`config.mk`:
```
export PLATFORM = sky130hd
export DESIGN_NAME = decode_top
export DESIGN_NICKNAME = d
export VERILOG_FILES = /design/src/common/pipe_pkg.sv /design/src/common/rv_isa_pkg.sv /design/src/decode/decode_stage_1.sv /design/src/decode/decode_stage_2.sv /design/src/rtl/compare.sv /design/src/rtl/csr_file.sv /design/src/rtl/decode_top.sv /design/src/rtl/reg_file.sv
export VERILOG_INCLUDE_DIRS = /design/src /design/src/common
export SDC_FILE = /design/constraint.sdc
export NUM_CORES = 2
export LEC_CHECK = 0
export BUFFER_PORTS_ARGS = -buffer_cell sky130_fd_sc_hd__buf_4
export CAP_MARGIN = 0
export CORE_MARGIN = 2
export CORE_UTILIZATION = 40
export DETAILED_ROUTE_END_ITERATION = 12
export GPL_TIMING_DRIVEN = 0
export HOLD_SLACK_MARGIN = 0.03
export SYNTH_ARGS = -nofsm -noshare
export SYNTH_HDL_FRONTEND = slang
export SYNTH_SLANG_ARGS = --single-unit
```
`constraint.sdc`:
```
create_clock -name clk_i -period 6 [get_ports clk_i]
set_clock_uncertainty 0.05 [all_clocks]
set_input_delay 0.3 -clock clk_i [delete_from_list [all_inputs] [get_ports clk_i]]
set_output_delay 0.3 -clock clk_i [all_outputs]
set_load 0.03 [all_outputs]
```
`src/common/riscv_macros.svh`:
```
`ifndef RISCV_MACROS_SVH
`define RISCV_MACROS_SVH

`define RV_XLEN         32
`define RV_REG_AW       5
`define RV_CSR_AW       12
`define RV_ALUOP_W      6   // low 3 bits double as the compare function
`define RV_NUM_REGS     32
`define RV_MEM_CTRL_W   4   // {access, funct3}

// stage 1 to 2 bus, packed fields sit in the low bits and the rest is spare
`define STAGE_1_2_USED_WIDTH    115
`define STAGE_1_2_BUS_WIDTH     128

`define STAGE_2_EXE_BUS_WIDTH   166

`endif

```
`src/common/pipe_pkg.sv`:
```
`default_nettype none
`include "riscv_macros.svh"

package pipe_pkg;

    typedef logic [`STAGE_1_2_BUS_WIDTH-1:0]   stage12_bus_t;
    typedef logic [`STAGE_2_EXE_BUS_WIDTH-1:0] stage2_exe_bus_t;

    // bit 3 requests the access, bits 2:0 are the load/store funct3
    typedef logic [`RV_MEM_CTRL_W-1:0] mem_ctrl_t;

    // bit 1 conditional branch, bit 0 unconditional jump
    typedef logic [1:0] jmp_opt_t;

    localparam jmp_opt_t JMP_NONE   = 2'b00;
    localparam jmp_opt_t JMP_JUMP   = 2'b01;
    localparam jmp_opt_t JMP_BRANCH = 2'b10;

endpackage

`default_nettype wire

```
`src/common/rv_isa_pkg.sv`:
```
`default_nettype none
`include "riscv_macros.svh"

package rv_isa_pkg;

    typedef logic [`RV_XLEN-1:0]    xlen_t;
    typedef logic [`RV_REG_AW-1:0]  reg_idx_t;
    typedef logic [`RV_CSR_AW-1:0]  csr_addr_t;
    typedef logic [`RV_ALUOP_W-1:0] alu_op_t;

    typedef enum logic [6:0] {
        OPC_LUI    = 7'b0110111,
        OPC_AUIPC  = 7'b0010111,
        OPC_JAL    = 7'b1101111,
        OPC_JALR   = 7'b1100111,
        OPC_BRANCH = 7'b1100011,
        OPC_LOAD   = 7'b0000011,
        OPC_STORE  = 7'b0100011,
        OPC_OP_IMM = 7'b0010011,
        OPC_OP     = 7'b0110011,
        OPC_SYSTEM = 7'b1110011
    } opcode_e;

    // same encoding as branch funct3
    typedef enum logic [2:0] {
        CMP_EQ  = 3'b000,
        CMP_NE  = 3'b001,
        CMP_LT  = 3'b100,
        CMP_GE  = 3'b101,
        CMP_LTU = 3'b110,
        CMP_GEU = 3'b111
    } cmp_fn_e;

    typedef enum logic [2:0] {
        SYS_PRIV  = 3'b000,
        SYS_CSRRW = 3'b001,
        SYS_CSRRS = 3'b010
    } sys_f3_e;

    localparam logic [11:0] F12_ECALL  = 12'h000;
    localparam logic [11:0] F12_EBREAK = 12'h001;
    localparam logic [11:0] F12_MRET   = 12'h302;

    // alu_op[5:3], the low bits carry funct3
    localparam logic [2:0] ALU_CL_INT = 3'b000;
    localparam logic [2:0] ALU_CL_ALT = 3'b001;  // sub, sra, srai
    localparam logic [2:0] ALU_CL_CSR = 3'b010;
    localparam logic [2:0] ALU_CL_BR  = 3'b100;  // target add, compare in [2:0]

    localparam csr_addr_t CSR_MSTATUS  = 12'h300;
    localparam csr_addr_t CSR_MTVEC    = 12'h305;
    localparam csr_addr_t CSR_MSCRATCH = 12'h340;
    localparam csr_addr_t CSR_MEPC     = 12'h341;
    localparam csr_addr_t CSR_MCAUSE   = 12'h342;

endpackage

`default_nettype wire

```
`src/decode/decode_stage_1.sv`:
```
`timescale 1ns/1ps
`default_nettype none
`include "riscv_macros.svh"

module decode_stage_1 (
    input  wire                     clk_i,
    input  wire                     rst_i,
    input  wire                     instr_valid_i,
    input  wire rv_isa_pkg::xlen_t  instr_i,
    input  wire rv_isa_pkg::xlen_t  instr_pc_i,
    output logic                    decode_stage_1_valid_o,
    output pipe_pkg::stage12_bus_t  decode_stage_1_2_bus_o
);
    import rv_isa_pkg::*;
    import pipe_pkg::*;

    opcode_e      opcode;
    logic [2:0]   funct3;
    logic         funct7_5;
    xlen_t        imm_i, imm_s, imm_b, imm_u, imm_j;
    xlen_t        imm;
    mem_ctrl_t    mem_re, mem_we;
    logic [2:0]   flush_flags;
    logic         excp_flush, xret_flush, break_signal;
    jmp_opt_t     jmp_option;
    reg_idx_t     rs1;
    alu_op_t      alu_op;
    logic         src1_is_pc, src2_is_imm, res_from_mem, res_from_csr, gr_we;
    csr_addr_t    csr_addr;
    stage12_bus_t bus_d;

    assign opcode   = opcode_e'(instr_i[6:0]);
    assign funct3   = instr_i[14:12];
    assign funct7_5 = instr_i[30];

    assign imm_i = {{20{instr_i[31]}}, instr_i[31:20]};
    assign imm_s = {{20{instr_i[31]}}, instr_i[31:25], instr_i[11:7]};
    assign imm_b = {{20{instr_i[31]}}, instr_i[7], instr_i[30:25], instr_i[11:8], 1'b0};
    assign imm_u = {instr_i[31:12], 12'b0};
    assign imm_j = {{12{instr_i[31]}}, instr_i[19:12], instr_i[20], instr_i[30:21], 1'b0};

    always_comb begin
        imm          = imm_i;
        mem_re       = '0;
        mem_we       = '0;
        excp_flush   = 1'b0;
        xret_flush   = 1'b0;
        break_signal = 1'b0;
        jmp_option   = JMP_NONE;
        rs1          = instr_i[19:15];
        alu_op       = {ALU_CL_INT, 3'b000};  // add
        src1_is_pc   = 1'b0;
        src2_is_imm  = 1'b1;
        res_from_mem = 1'b0;
        res_from_csr = 1'b0;
        gr_we        = 1'b1;
        csr_addr     = '0;
        case (opcode)
            OPC_LUI: begin
                imm = imm_u;
                rs1 = '0;                     // x0 + imm
            end
            OPC_AUIPC: begin
                imm        = imm_u;
                src1_is_pc = 1'b1;
            end
            OPC_JAL: begin
                imm        = imm_j;
                src1_is_pc = 1'b1;
                jmp_option = JMP_JUMP;
            end
            OPC_JALR: jmp_option = JMP_JUMP;
            OPC_BRANCH: begin
                imm        = imm_b;
                src1_is_pc = 1'b1;            // pc + imm is the target
                jmp_option = JMP_BRANCH;
                alu_op     = {ALU_CL_BR, funct3};
                gr_we      = 1'b0;
            end
            OPC_LOAD: begin
                mem_re       = {1'b1, funct3};
                res_from_mem = 1'b1;
            end
            OPC_STORE: begin
                imm    = imm_s;
                mem_we = {1'b1, funct3};
                gr_we  = 1'b0;
            end
            OPC_OP_IMM: begin
                // only srai takes the alternate form, the other funct7 bits are imm
                alu_op = {(funct3 == 3'b101 && funct7_5) ? ALU_CL_ALT : ALU_CL_INT, funct3};
            end
            OPC_OP: begin
                src2_is_imm = 1'b0;
                alu_op      = {funct7_5 ? ALU_CL_ALT : ALU_CL_INT, funct3};
            end
            OPC_SYSTEM: begin
                case (funct3)
                    SYS_CSRRW, SYS_CSRRS: begin
                        res_from_csr = 1'b1;
                        csr_addr     = instr_i[31:20];
                        alu_op       = {ALU_CL_CSR, funct3};
                    end
                    SYS_PRIV: begin
                        if (instr_i[31:20] == F12_ECALL) begin
                            excp_flush = 1'b1;
                        end else if (instr_i[31:20] == F12_EBREAK) begin
                            break_signal = 1'b1;
                        end else if (instr_i[31:20] == F12_MRET) begin
                            xret_flush = 1'b1;
                        end else begin
                            excp_flush = 1'b1;
                        end
                    end
                    default: excp_flush = 1'b1;
                endcase
            end
            default: excp_flush = 1'b1;       // illegal opcode
        endcase
    end

    assign flush_flags = {excp_flush, xret_flush, break_signal};

    assign bus_d = {
        {(`STAGE_1_2_BUS_WIDTH - `STAGE_1_2_USED_WIDTH){1'b0}},
        imm, mem_re, mem_we, flush_flags, jmp_option,
        rs1, instr_i[24:20], instr_i[11:7], alu_op,
        src1_is_pc, src2_is_imm, res_from_mem, res_from_csr, gr_we,
        csr_addr, instr_pc_i
    };

    always_ff @(posedge clk_i) begin
        if (rst_i) begin
            decode_stage_1_valid_o <= 1'b0;
            decode_stage_1_2_bus_o <= '0;
        end else begin
            decode_stage_1_valid_o <= instr_valid_i;
            if (instr_valid_i) begin
                decode_stage_1_2_bus_o <= bus_d;
            end
        end
    end

    // ecall, ebreak and mret are exclusive, execute picks one trap path
    a_flush_onehot: assert property (@(posedge clk_i) disable iff (rst_i)
        instr_valid_i |-> $onehot0(flush_flags));

endmodule

`default_nettype wire

```
`src/decode/decode_stage_2.sv`:
```
`timescale 1ns/1ps
`default_nettype none
`include "riscv_macros.svh"

module decode_stage_2 (
    input  wire                         clk_i,
    input  wire                         rst_i,
    input  wire                         decode_stage_1_valid_i,
    input  wire pipe_pkg::stage12_bus_t decode_stage_1_2_bus_i,
    output rv_isa_pkg::csr_addr_t       csr_addr_o,
    input  wire rv_isa_pkg::xlen_t      csr_value_i,
    output rv_isa_pkg::reg_idx_t        rs1_o,
    output rv_isa_pkg::reg_idx_t        rs2_o,
    input  wire rv_isa_pkg::xlen_t      rs1_value_i,
    input  wire rv_isa_pkg::xlen_t      rs2_value_i,
    output pipe_pkg::stage2_exe_bus_t   exe_bus_o,
    output logic                        valid_o
);
    import rv_isa_pkg::*;
    import pipe_pkg::*;

    stage12_bus_t bus_q;
    xlen_t        pc, imm;
    mem_ctrl_t    mem_re, mem_we;
    logic         excp_flush, xret_flush, break_signal;
    jmp_opt_t     jmp_option;
    reg_idx_t     rd;
    alu_op_t      alu_op;
    logic         src1_is_pc, src2_is_imm, res_from_mem, res_from_csr, gr_we;
    csr_addr_t    csr_addr;
    xlen_t        cmp_result, src1, src2;
    logic         jmp_flag;

    assign {
        imm, mem_re, mem_we, excp_flush, xret_flush, break_signal, jmp_option,
        rs1_o, rs2_o, rd, alu_op,
        src1_is_pc, src2_is_imm, res_from_mem, res_from_csr, gr_we,
        csr_addr, pc
    } = bus_q[`STAGE_1_2_USED_WIDTH-1:0];

    always_ff @(posedge clk_i) begin
        if (rst_i) begin
            valid_o <= 1'b0;
            bus_q   <= '0;
        end else begin
            valid_o <= decode_stage_1_valid_i;
            if (decode_stage_1_valid_i) begin
                bus_q <= decode_stage_1_2_bus_i;
            end
        end
    end

    compare u_compare (
        .compare_a_i  (rs1_value_i),
        .compare_b_i  (rs2_value_i),
        .compare_fn_i (cmp_fn_e'(alu_op[2:0])),
        .compare_o    (cmp_result)
    );

    assign jmp_flag = (cmp_result[0] && jmp_option[1]) || jmp_option[0];

    assign src1 = src1_is_pc ? pc : rs1_value_i;
    assign src2 = src2_is_imm ? imm : rs2_value_i;

    assign csr_addr_o = csr_addr;

    assign exe_bus_o = {
        csr_value_i,    // 165:134
        mem_re,         // 133:130
        mem_we,         // 129:126
        pc,             // 125:94
        alu_op,         // 93:88
        res_from_mem,   // 87
        res_from_csr,   // 86
        gr_we,          // 85
        rd,             // 84:80
        src1,           // 79:48
        src2,           // 47:16
        csr_addr,       // 15:4
        jmp_flag,       // 3
        excp_flush,     // 2
        xret_flush,     // 1
        break_signal    // 0
    };

    a_valid_known: assert property (@(posedge clk_i) disable iff (rst_i)
        !$isunknown(valid_o));

endmodule

`default_nettype wire

```
`src/rtl/compare.sv`:
```
`timescale 1ns/1ps
`default_nettype none
`include "riscv_macros.svh"

module compare (
    input  wire rv_isa_pkg::xlen_t   compare_a_i,
    input  wire rv_isa_pkg::xlen_t   compare_b_i,
    input  wire rv_isa_pkg::cmp_fn_e compare_fn_i,
    output rv_isa_pkg::xlen_t        compare_o
);
    import rv_isa_pkg::*;

    logic hit;

    always_comb begin
        case (compare_fn_i)
            CMP_EQ:  hit = (compare_a_i == compare_b_i);
            CMP_NE:  hit = (compare_a_i != compare_b_i);
            CMP_LT:  hit = ($signed(compare_a_i) < $signed(compare_b_i));
            CMP_GE:  hit = ($signed(compare_a_i) >= $signed(compare_b_i));
            CMP_LTU: hit = (compare_a_i < compare_b_i);
            CMP_GEU: hit = (compare_a_i >= compare_b_i);
            default: hit = 1'b0;
        endcase
    end

    assign compare_o = {{(`RV_XLEN-1){1'b0}}, hit};

endmodule

`default_nettype wire

```
`src/rtl/csr_file.sv`:
```
`timescale 1ns/1ps
`default_nettype none

module csr_file (
    input  wire                        clk_i,
    input  wire                        rst_i,
    input  wire rv_isa_pkg::csr_addr_t raddr_i,
    output rv_isa_pkg::xlen_t          rdata_o,
    input  wire                        we_i,
    input  wire rv_isa_pkg::csr_addr_t waddr_i,
    input  wire rv_isa_pkg::xlen_t     wdata_i
);
    import rv_isa_pkg::*;

    xlen_t mstatus, mtvec, mscratch, mepc, mcause;

    always_ff @(posedge clk_i) begin
        if (rst_i) begin
            mstatus  <= '0;
            mtvec    <= '0;
            mscratch <= '0;
            mepc     <= '0;
            mcause   <= '0;
        end else if (we_i) begin
            case (waddr_i)
                CSR_MSTATUS:  mstatus  <= wdata_i;
                CSR_MTVEC:    mtvec    <= wdata_i;
                CSR_MSCRATCH: mscratch <= wdata_i;
                CSR_MEPC:     mepc     <= wdata_i;
                CSR_MCAUSE:   mcause   <= wdata_i;
                default: ;                            // unimplemented, dropped
            endcase
        end
    end

    always_comb begin
        case (raddr_i)
            CSR_MSTATUS:  rdata_o = mstatus;
            CSR_MTVEC:    rdata_o = mtvec;
            CSR_MSCRATCH: rdata_o = mscratch;
            CSR_MEPC:     rdata_o = mepc;
            CSR_MCAUSE:   rdata_o = mcause;
            default:      rdata_o = '0;
        endcase
    end

endmodule

`default_nettype wire

```
`src/rtl/decode_top.sv`:
```
`timescale 1ns/1ps
`default_nettype none

module decode_top (
    input  wire                        clk_i,
    input  wire                        rst_i,
    input  wire                        instr_valid_i,
    input  wire rv_isa_pkg::xlen_t     instr_i,
    input  wire rv_isa_pkg::xlen_t     instr_pc_i,
    input  wire                        rf_we_i,
    input  wire rv_isa_pkg::reg_idx_t  rf_waddr_i,
    input  wire rv_isa_pkg::xlen_t     rf_wdata_i,
    input  wire                        csr_we_i,
    input  wire rv_isa_pkg::csr_addr_t csr_waddr_i,
    input  wire rv_isa_pkg::xlen_t     csr_wdata_i,
    output pipe_pkg::stage2_exe_bus_t  exe_bus_o,
    output logic                       exe_valid_o
);
    import rv_isa_pkg::*;
    import pipe_pkg::*;

    logic         s1_valid;
    stage12_bus_t s1_bus;
    csr_addr_t    csr_raddr;
    xlen_t        csr_rdata;
    reg_idx_t     rs1, rs2;
    xlen_t        rs1_value, rs2_value;

    decode_stage_1 u_decode_stage_1 (
        .clk_i                  (clk_i),
        .rst_i                  (rst_i),
        .instr_valid_i          (instr_valid_i),
        .instr_i                (instr_i),
        .instr_pc_i             (instr_pc_i),
        .decode_stage_1_valid_o (s1_valid),
        .decode_stage_1_2_bus_o (s1_bus)
    );

    decode_stage_2 u_decode_stage_2 (
        .clk_i                  (clk_i),
        .rst_i                  (rst_i),
        .decode_stage_1_valid_i (s1_valid),
        .decode_stage_1_2_bus_i (s1_bus),
        .csr_addr_o             (csr_raddr),
        .csr_value_i            (csr_rdata),
        .rs1_o                  (rs1),
        .rs2_o                  (rs2),
        .rs1_value_i            (rs1_value),
        .rs2_value_i            (rs2_value),
        .exe_bus_o              (exe_bus_o),
        .valid_o                (exe_valid_o)
    );

    reg_file u_reg_file (
        .clk_i    (clk_i),
        .rst_i    (rst_i),
        .raddr1_i (rs1),
        .raddr2_i (rs2),
        .rdata1_o (rs1_value),
        .rdata2_o (rs2_value),
        .we_i     (rf_we_i),
        .waddr_i  (rf_waddr_i),
        .wdata_i  (rf_wdata_i)
    );

    csr_file u_csr_file (
        .clk_i   (clk_i),
        .rst_i   (rst_i),
        .raddr_i (csr_raddr),
        .rdata_o (csr_rdata),
        .we_i    (csr_we_i),
        .waddr_i (csr_waddr_i),
        .wdata_i (csr_wdata_i)
    );

endmodule

`default_nettype wire

```
`src/rtl/reg_file.sv`:
```
`timescale 1ns/1ps
`default_nettype none
`include "riscv_macros.svh"

module reg_file (
    input  wire                      clk_i,
    input  wire                      rst_i,
    input  wire rv_isa_pkg::reg_idx_t raddr1_i,
    input  wire rv_isa_pkg::reg_idx_t raddr2_i,
    output rv_isa_pkg::xlen_t        rdata1_o,
    output rv_isa_pkg::xlen_t        rdata2_o,
    input  wire                      we_i,
    input  wire rv_isa_pkg::reg_idx_t waddr_i,
    input  wire rv_isa_pkg::xlen_t    wdata_i
);
    import rv_isa_pkg::*;

    xlen_t regs [`RV_NUM_REGS];

    always_ff @(posedge clk_i) begin
        if (rst_i) begin
            for (int i = 0; i < `RV_NUM_REGS; i++) begin
                regs[i] <= '0;
            end
        end else if (we_i && (waddr_i != '0)) begin  // x0 never written
            regs[waddr_i] <= wdata_i;
        end
    end

    // no bypass, a write shows up on the next cycle
    assign rdata1_o = regs[raddr1_i];
    assign rdata2_o = regs[raddr2_i];

    a_x0_rd1: assert property (@(posedge clk_i) disable iff (rst_i)
        (raddr1_i == '0) |-> (rdata1_o == '0));
    a_x0_rd2: assert property (@(posedge clk_i) disable iff (rst_i)
        (raddr2_i == '0) |-> (rdata2_o == '0));

endmodule

`default_nettype wire

```
* After elaboration in Yosys (flattened, before gate mapping)
Memory sizes are Yosys's and may differ from the RTL's. A register that Yosys moved wholly into a read port is not among the register bits. Cells that the tools add are included.
Cells by class: equal/unequal tests 32, reduce and logical (&&, ||, !) cells 20, multiplexer cells 47, $lt $le $gt $ge 4
Operators with widths (number):
- $pmux W32 S5 | 1
- $eq A12 B10 Y1 const B | 11
- $pmux W31 S4 | 1
- $mux W32 | 3
- $ge A32 B32 Y1 | 2
- $lt A32 B32 Y1 | 2
- $mux W5 | 7
- $eq A32 B32 Y1 | 1
- $ne A32 B32 Y1 | 1
- $reduce_or A32 Y1 | 1
- $eq A7 B7 Y1 const B | 4
- $mux W1 | 26
- $mux W12 | 2
- $pmux W6 S4 | 1
- $eq A7 B6 Y1 const B | 3
- $eq A3 B3 Y1 const B | 5
- $eq A7 B5 Y1 const B | 2
- $eq A12 B1 Y1 const B | 1
- $logic_not A12 Y1 | 1
- $reduce_and A2 Y1 | 5
- $reduce_or A9 Y1 | 1
- $mux W4 | 2
- $reduce_or A2 Y1 | 4
- $eq A7 B2 Y1 const B | 1
- other kinds (10) | 15
Word-level totals: memories kept 1, logic and storage cells 113, bits in writable memories 1024, flip-flop bits (word level) 392
Memory list:
- u_reg_file.regs | depth 32, width 32, rd ports 2, clocked after memory_dff 2, write ports 32, line reg_file.sv:18 | xlen_t regs [`RV_NUM_REGS];

* Longest topological paths before layout
depth after elaboration 7, gate-level depth with buffers 16

* Hierarchy
From an unflattened synthesis, not the netlist that was laid out.
Second synthesis, totals: cell total of the unflattened synthesis 6657, area, all modules 74554.0 um^2
By module, submodules not included:
- reg_file | area each 55873.6 um^2, sequential area each 30749.5 um^2, instances 1, cells each 4605
- csr_file | area each 7213.2 um^2, sequential area each 3203.1 um^2, instances 1, cells each 836
- decode_stage_2 | area each 5781.8 um^2, sequential area each 2322.2 um^2, instances 1, cells each 570
- decode_stage_1 | area each 4518.1 um^2, sequential area each 2302.2 um^2, instances 1, cells each 485
- compare | area each 1167.4 um^2, sequential area each 0.0 um^2, instances 1, cells each 161

* Least setup slack after synthesis
No wires, ideal clock.
path type flip-flop to output port, start point reg with a tool-made name, end point out exe_bus_o[3], required time 5.650 ns, arrival time 4.343 ns, cell stages (with the launch flop) 16, slack 1.307 ns, cells stage by stage dfxtp_1 -> buf_2 -> clkbuf_1 -> mux4_2 -> mux4_2 -> mux2_2 -> ha_1 -> a211oi_1 -> a211oi_1 -> o21ai_0 -> o211ai_1 -> nor4_1 -> nor4b_1 -> o31ai_1 -> a31o_2 -> buf_4
RTL lines:
- end: declaration | line decode_top.sv:16 | output pipe_pkg::stage2_exe_bus_t exe_bus_o,

==> impl_metrics.csv <==
group,metric,value,unit
setup_path,crit_end,"exe_bus_o[3]",
floorplan,die_h,424.4,µm
layout,fin_nets,5865,
synthesis,yosys.area.top_type,"edfxtp_1",
sta,worst_slack,-0.06486,ns
setup_path,cp.required,5.65,ns
status,violations,"negative setup slack",
placed_design,dp_hpwl,174800,µm
setup_path,critPathArrivalTime,5.71,ns
synthesis,synth_cells,5019,
layout,layout-drive-gt1-share,26.70,%
sta,setup-violations-final,1,
clock_network,clockBufferDepth,3,
synthesis,ys_seq_area_share,54.76,%
setup_path,r2r-end,"u_decode_stage_2.bus_q[29]",
synthesis,ys_seq_elements,1422,
global_routing,grt_most_used_layer,"met2",
global_routing,grt_pass1_wl,330900,µm
synthesis,syn_area_per_cell,14.09,µm²
setup_path,worstPathMaxFanout,10,
setup_path,r2r_start,"u_decode_stage_1.decode_stage_1_valid_o",
sta,tightest_slew,1.347,ns
global_routing,overflow,0,
sta,hold_violations,0,
global_routing,track_usage,25.65,%
synthesis,synth_area,70700,µm²
pwr,vdd_drop_max,307.0,µV
synthesis,synth.area.top_cells,"edfxtp_1, mux4_2, dfxtp_1",
pwr,p_per_area,281.0,nW/µm²
sta,period_share,101.1,%
floorplan,die_area,180100,µm²
global_routing,met1_usage,34.93,%
setup_path,reg2reg_depth,5,
synthesis,ys_types,58,
clock_network,clkTransAtPathRegs,0.07,ns
status,status,"complete, but fails checks",
placed_design,io_buffers,312,
global_routing,grt_util_met3,4.331,%
drt,viasPerCell,5.721,
clock_network,cts_tree,"yes",
floorplan,rows,154,
drt,drt-total-wl,234100,µm
global_routing,grt_start_max_net_pins,33,
drt,ant_nets,0,
sta,min_period,6.065,ns
hold_path,hold_start,"instr_i[1]",
pwr,power.total,23.64,mW
setup_path,start_kind,"register",
synthesis,synthFlopType,"edfxtp_1",
clock_network,cts_root_buffer,"clkbuf_16",
global_routing,grt_pass1_vias,46130,
floorplan,core_area,175900,µm²
floorplan,fp.dieW,424.4,µm
setup_path,r2r_slack,3.12,ns
global_routing,use_met2,41.75,%
synthesis,synth_top_cell_area_share,43.49,%
clock_network,insertion_delay,0.80,ns
layout,area_growth,19.02,%
clock_network,h-tree-depth,4,
setup_path,worstSetupPathType,"register to output pin",
sta,final_max_slew_viol_count,0,
drt,drt_iter0_markers,5525,
flow_run,maxCapViolations,0,
synthesis,synth_edf_count,1024,
pwr,leakage,28.73,nW
synthesis,synth-async-reset-ratio,0,%
drt,routedWlPerCell,28.71,µm
placed_design,gp_congestion,0.8904,
clock_network,clkSinkCount,1422,
sta,rsz0062_at_grt,"true",
sta,timing.slew.headroom,10.23,%
layout,fillers,15260,
hold_path,min-delay-path-class,"input pin to register",
synthesis,yosysMostFrequentCell,"edfxtp_1",
sta,fmax,0.1649,GHz
floorplan,start_util,40.19,%
floorplan,num_io_pins,317,
setup_path,endpoint_kind,"output pin",
synthesis,synth.top_cells.by_count,"edfxtp_1, and2_1, mux4_2",
placed_design,place_ws,-1.499,ns
drt,vias,46650,
global_routing,antenna_found_initial,10,
synthesis,ys.warnings.count,0,
clock_network,numCtsBuffers,155,
drt,firstDrtPassIters,7,
drt,drc_errors,0,
worst max-delay path, stage by stage (launching register included):
cell and delay [ns]:
dfxtp_4 0.40, buf_4 0.15, buf_16 0.18, buf_16 0.20, mux4_2 0.51, mux4_2 0.57
mux2_4 0.32, ha_1 0.29, nor2b_1 0.13, o211ai_1 0.16, a21oi_1 0.10, o311a_4 0.42
nor4_4 0.51, nor4b_4 0.30, o31ai_2 0.09, a31o_2 0.26, buf_4 0.13, buf_4 0.16
cells in the final DEF, fill, tap and decap left out, types with 8 or more instances in the layout:
cell type,netlist,layout
mux4_2,640,640
clkbuf_8,0,30
buf_4,85,420
bufinv_16,0,17
mux2i_4,0,12
mux2i_1,254,230
clkinv_2,0,24
clkbuf_2,0,23
clkbuf_16,0,160
and2_1,993,993
nand2b_1,17,17
dlygate4sd3_1,0,143
nor3_1,10,10
a22o_1,25,25
nor2_1,269,268
nand3_1,26,25
mux2_4,0,18
nand3b_1,8,8
nand2_1,308,308
buf_6,5,21
clkinv_1,0,20
mux2_2,64,46
conb_1,1,32
clkbuf_1,388,358
a211oi_1,27,25
dfxtp_1,398,391
buf_12,0,13
nand4_1,8,8
buf_16,0,8
buf_1,26,11
inv_1,38,38
a21oi_1,175,175
a222oi_1,32,32
edfxtp_1,1024,1024
clkbuf_4,0,19
mux2i_2,0,12
a22oi_1,36,36
ha_1,32,29
or2_2,31,31
worst min-delay path by stage:
stage / endpoint / slack, ns / cells after the start
final: u_decode_stage_1.decode_stage_1_2_bus_o[70] / 0.12 / 5
after global routing: u_decode_stage_1.decode_stage_1_2_bus_o[70] / 0.11 / 5
after CTS: u_decode_stage_1.decode_stage_1_2_bus_o[70] / 0.03 / 5
after detailed placement: u_decode_stage_1.decode_stage_1_2_bus_o[82] / 0.39 / 1
after global placement: u_csr_file.mtvec[18] / 0.39 / 2
after floorplan: u_decode_stage_1.decode_stage_1_2_bus_o[47] / 0.37 / 1
state kept, by name, summed over array words and instances, names as in the netlist, named ones only:
| name | cells |
|---|---|
| u_csr_file.mcause | 32 |
| u_csr_file.mepc | 32 |
| u_csr_file.mscratch | 32 |
| u_csr_file.mstatus | 32 |
| u_csr_file.mtvec | 32 |
| u_decode_stage_1.decode_stage_1_2_bus_o | 113 |
| u_decode_stage_1.decode_stage_1_valid_o | 1 |
| u_decode_stage_2.bus_q | 113 |
| u_decode_stage_2.valid_o | 1 |
| u_reg_file.regs | 1024 |
layer usage:
layer  vias up  routed length (µm)
met5         -                  26
met4         4                8198
met3       362               19470
met2      2234              110900
met1     24040               95480
li1      20010                   -
what timing repair did:
item	CTS	global route
setup endpoints to repair	1	1
endpoints found under the hold margin	303	0
hold buffers	143	0
buffers inserted	20	1
gates resized for setup	350	6
gates cloned	4	0
pin swaps	10	1
area by class of cell:
cell class                 instances  area [µm²]  share of cell area, %
inverter                          38       142.6                 0.1695
tap                             2340        2928                  3.480
sequential                      1422       38730                  46.03
clock inverter                    74       834.6                 0.9918
multi-input combinational       3048       29920                  35.56
antenna                            7       17.52                0.02082
clock buffer                     206        4254                  5.056
buffer                           536        3173                  3.771
timing repair buffer             482        4143                  4.923
report_power, final:
part	internal (mW)	leakage, nW	total, mW	switching (mW)
clock network	5.72	2.50	9.86	4.14
logic	1.09	13.2	2.59	1.50
registers	11.0	13.0	11.2	0.231
logic make-up after synthesis:
kind of cell	count (synthesis)	synth area share [%]
mux	958	25.00
flops	1422	54.76
fa+ha+maj	32	0.5663
xor+xnor	1	0.01239
other cells	1	0.005304
compound gates	321	2.950
simple gates	1704	13.05
buf+inv	580	3.651
stage by stage:
step,utilization (%),std cells,TNS [ns],cell area (µm²),hold slack [ns]
6_report,47.83,8153,-0.06486,84140,0.1227
5_1_grt,47.83,8150,-0.1905,84140,0.1086
4_1_cts,47.81,8145,0,84110,0.03291
3_5_place_dp,43.28,7704,-1.499,76140,0.3933
3_3_place_gp,43.25,7702,-2.550,76090,0.3913
2_1_floorplan,-,5050,0,70820,0.3652
Note: power is estimated with default switching activity, not from simulation.
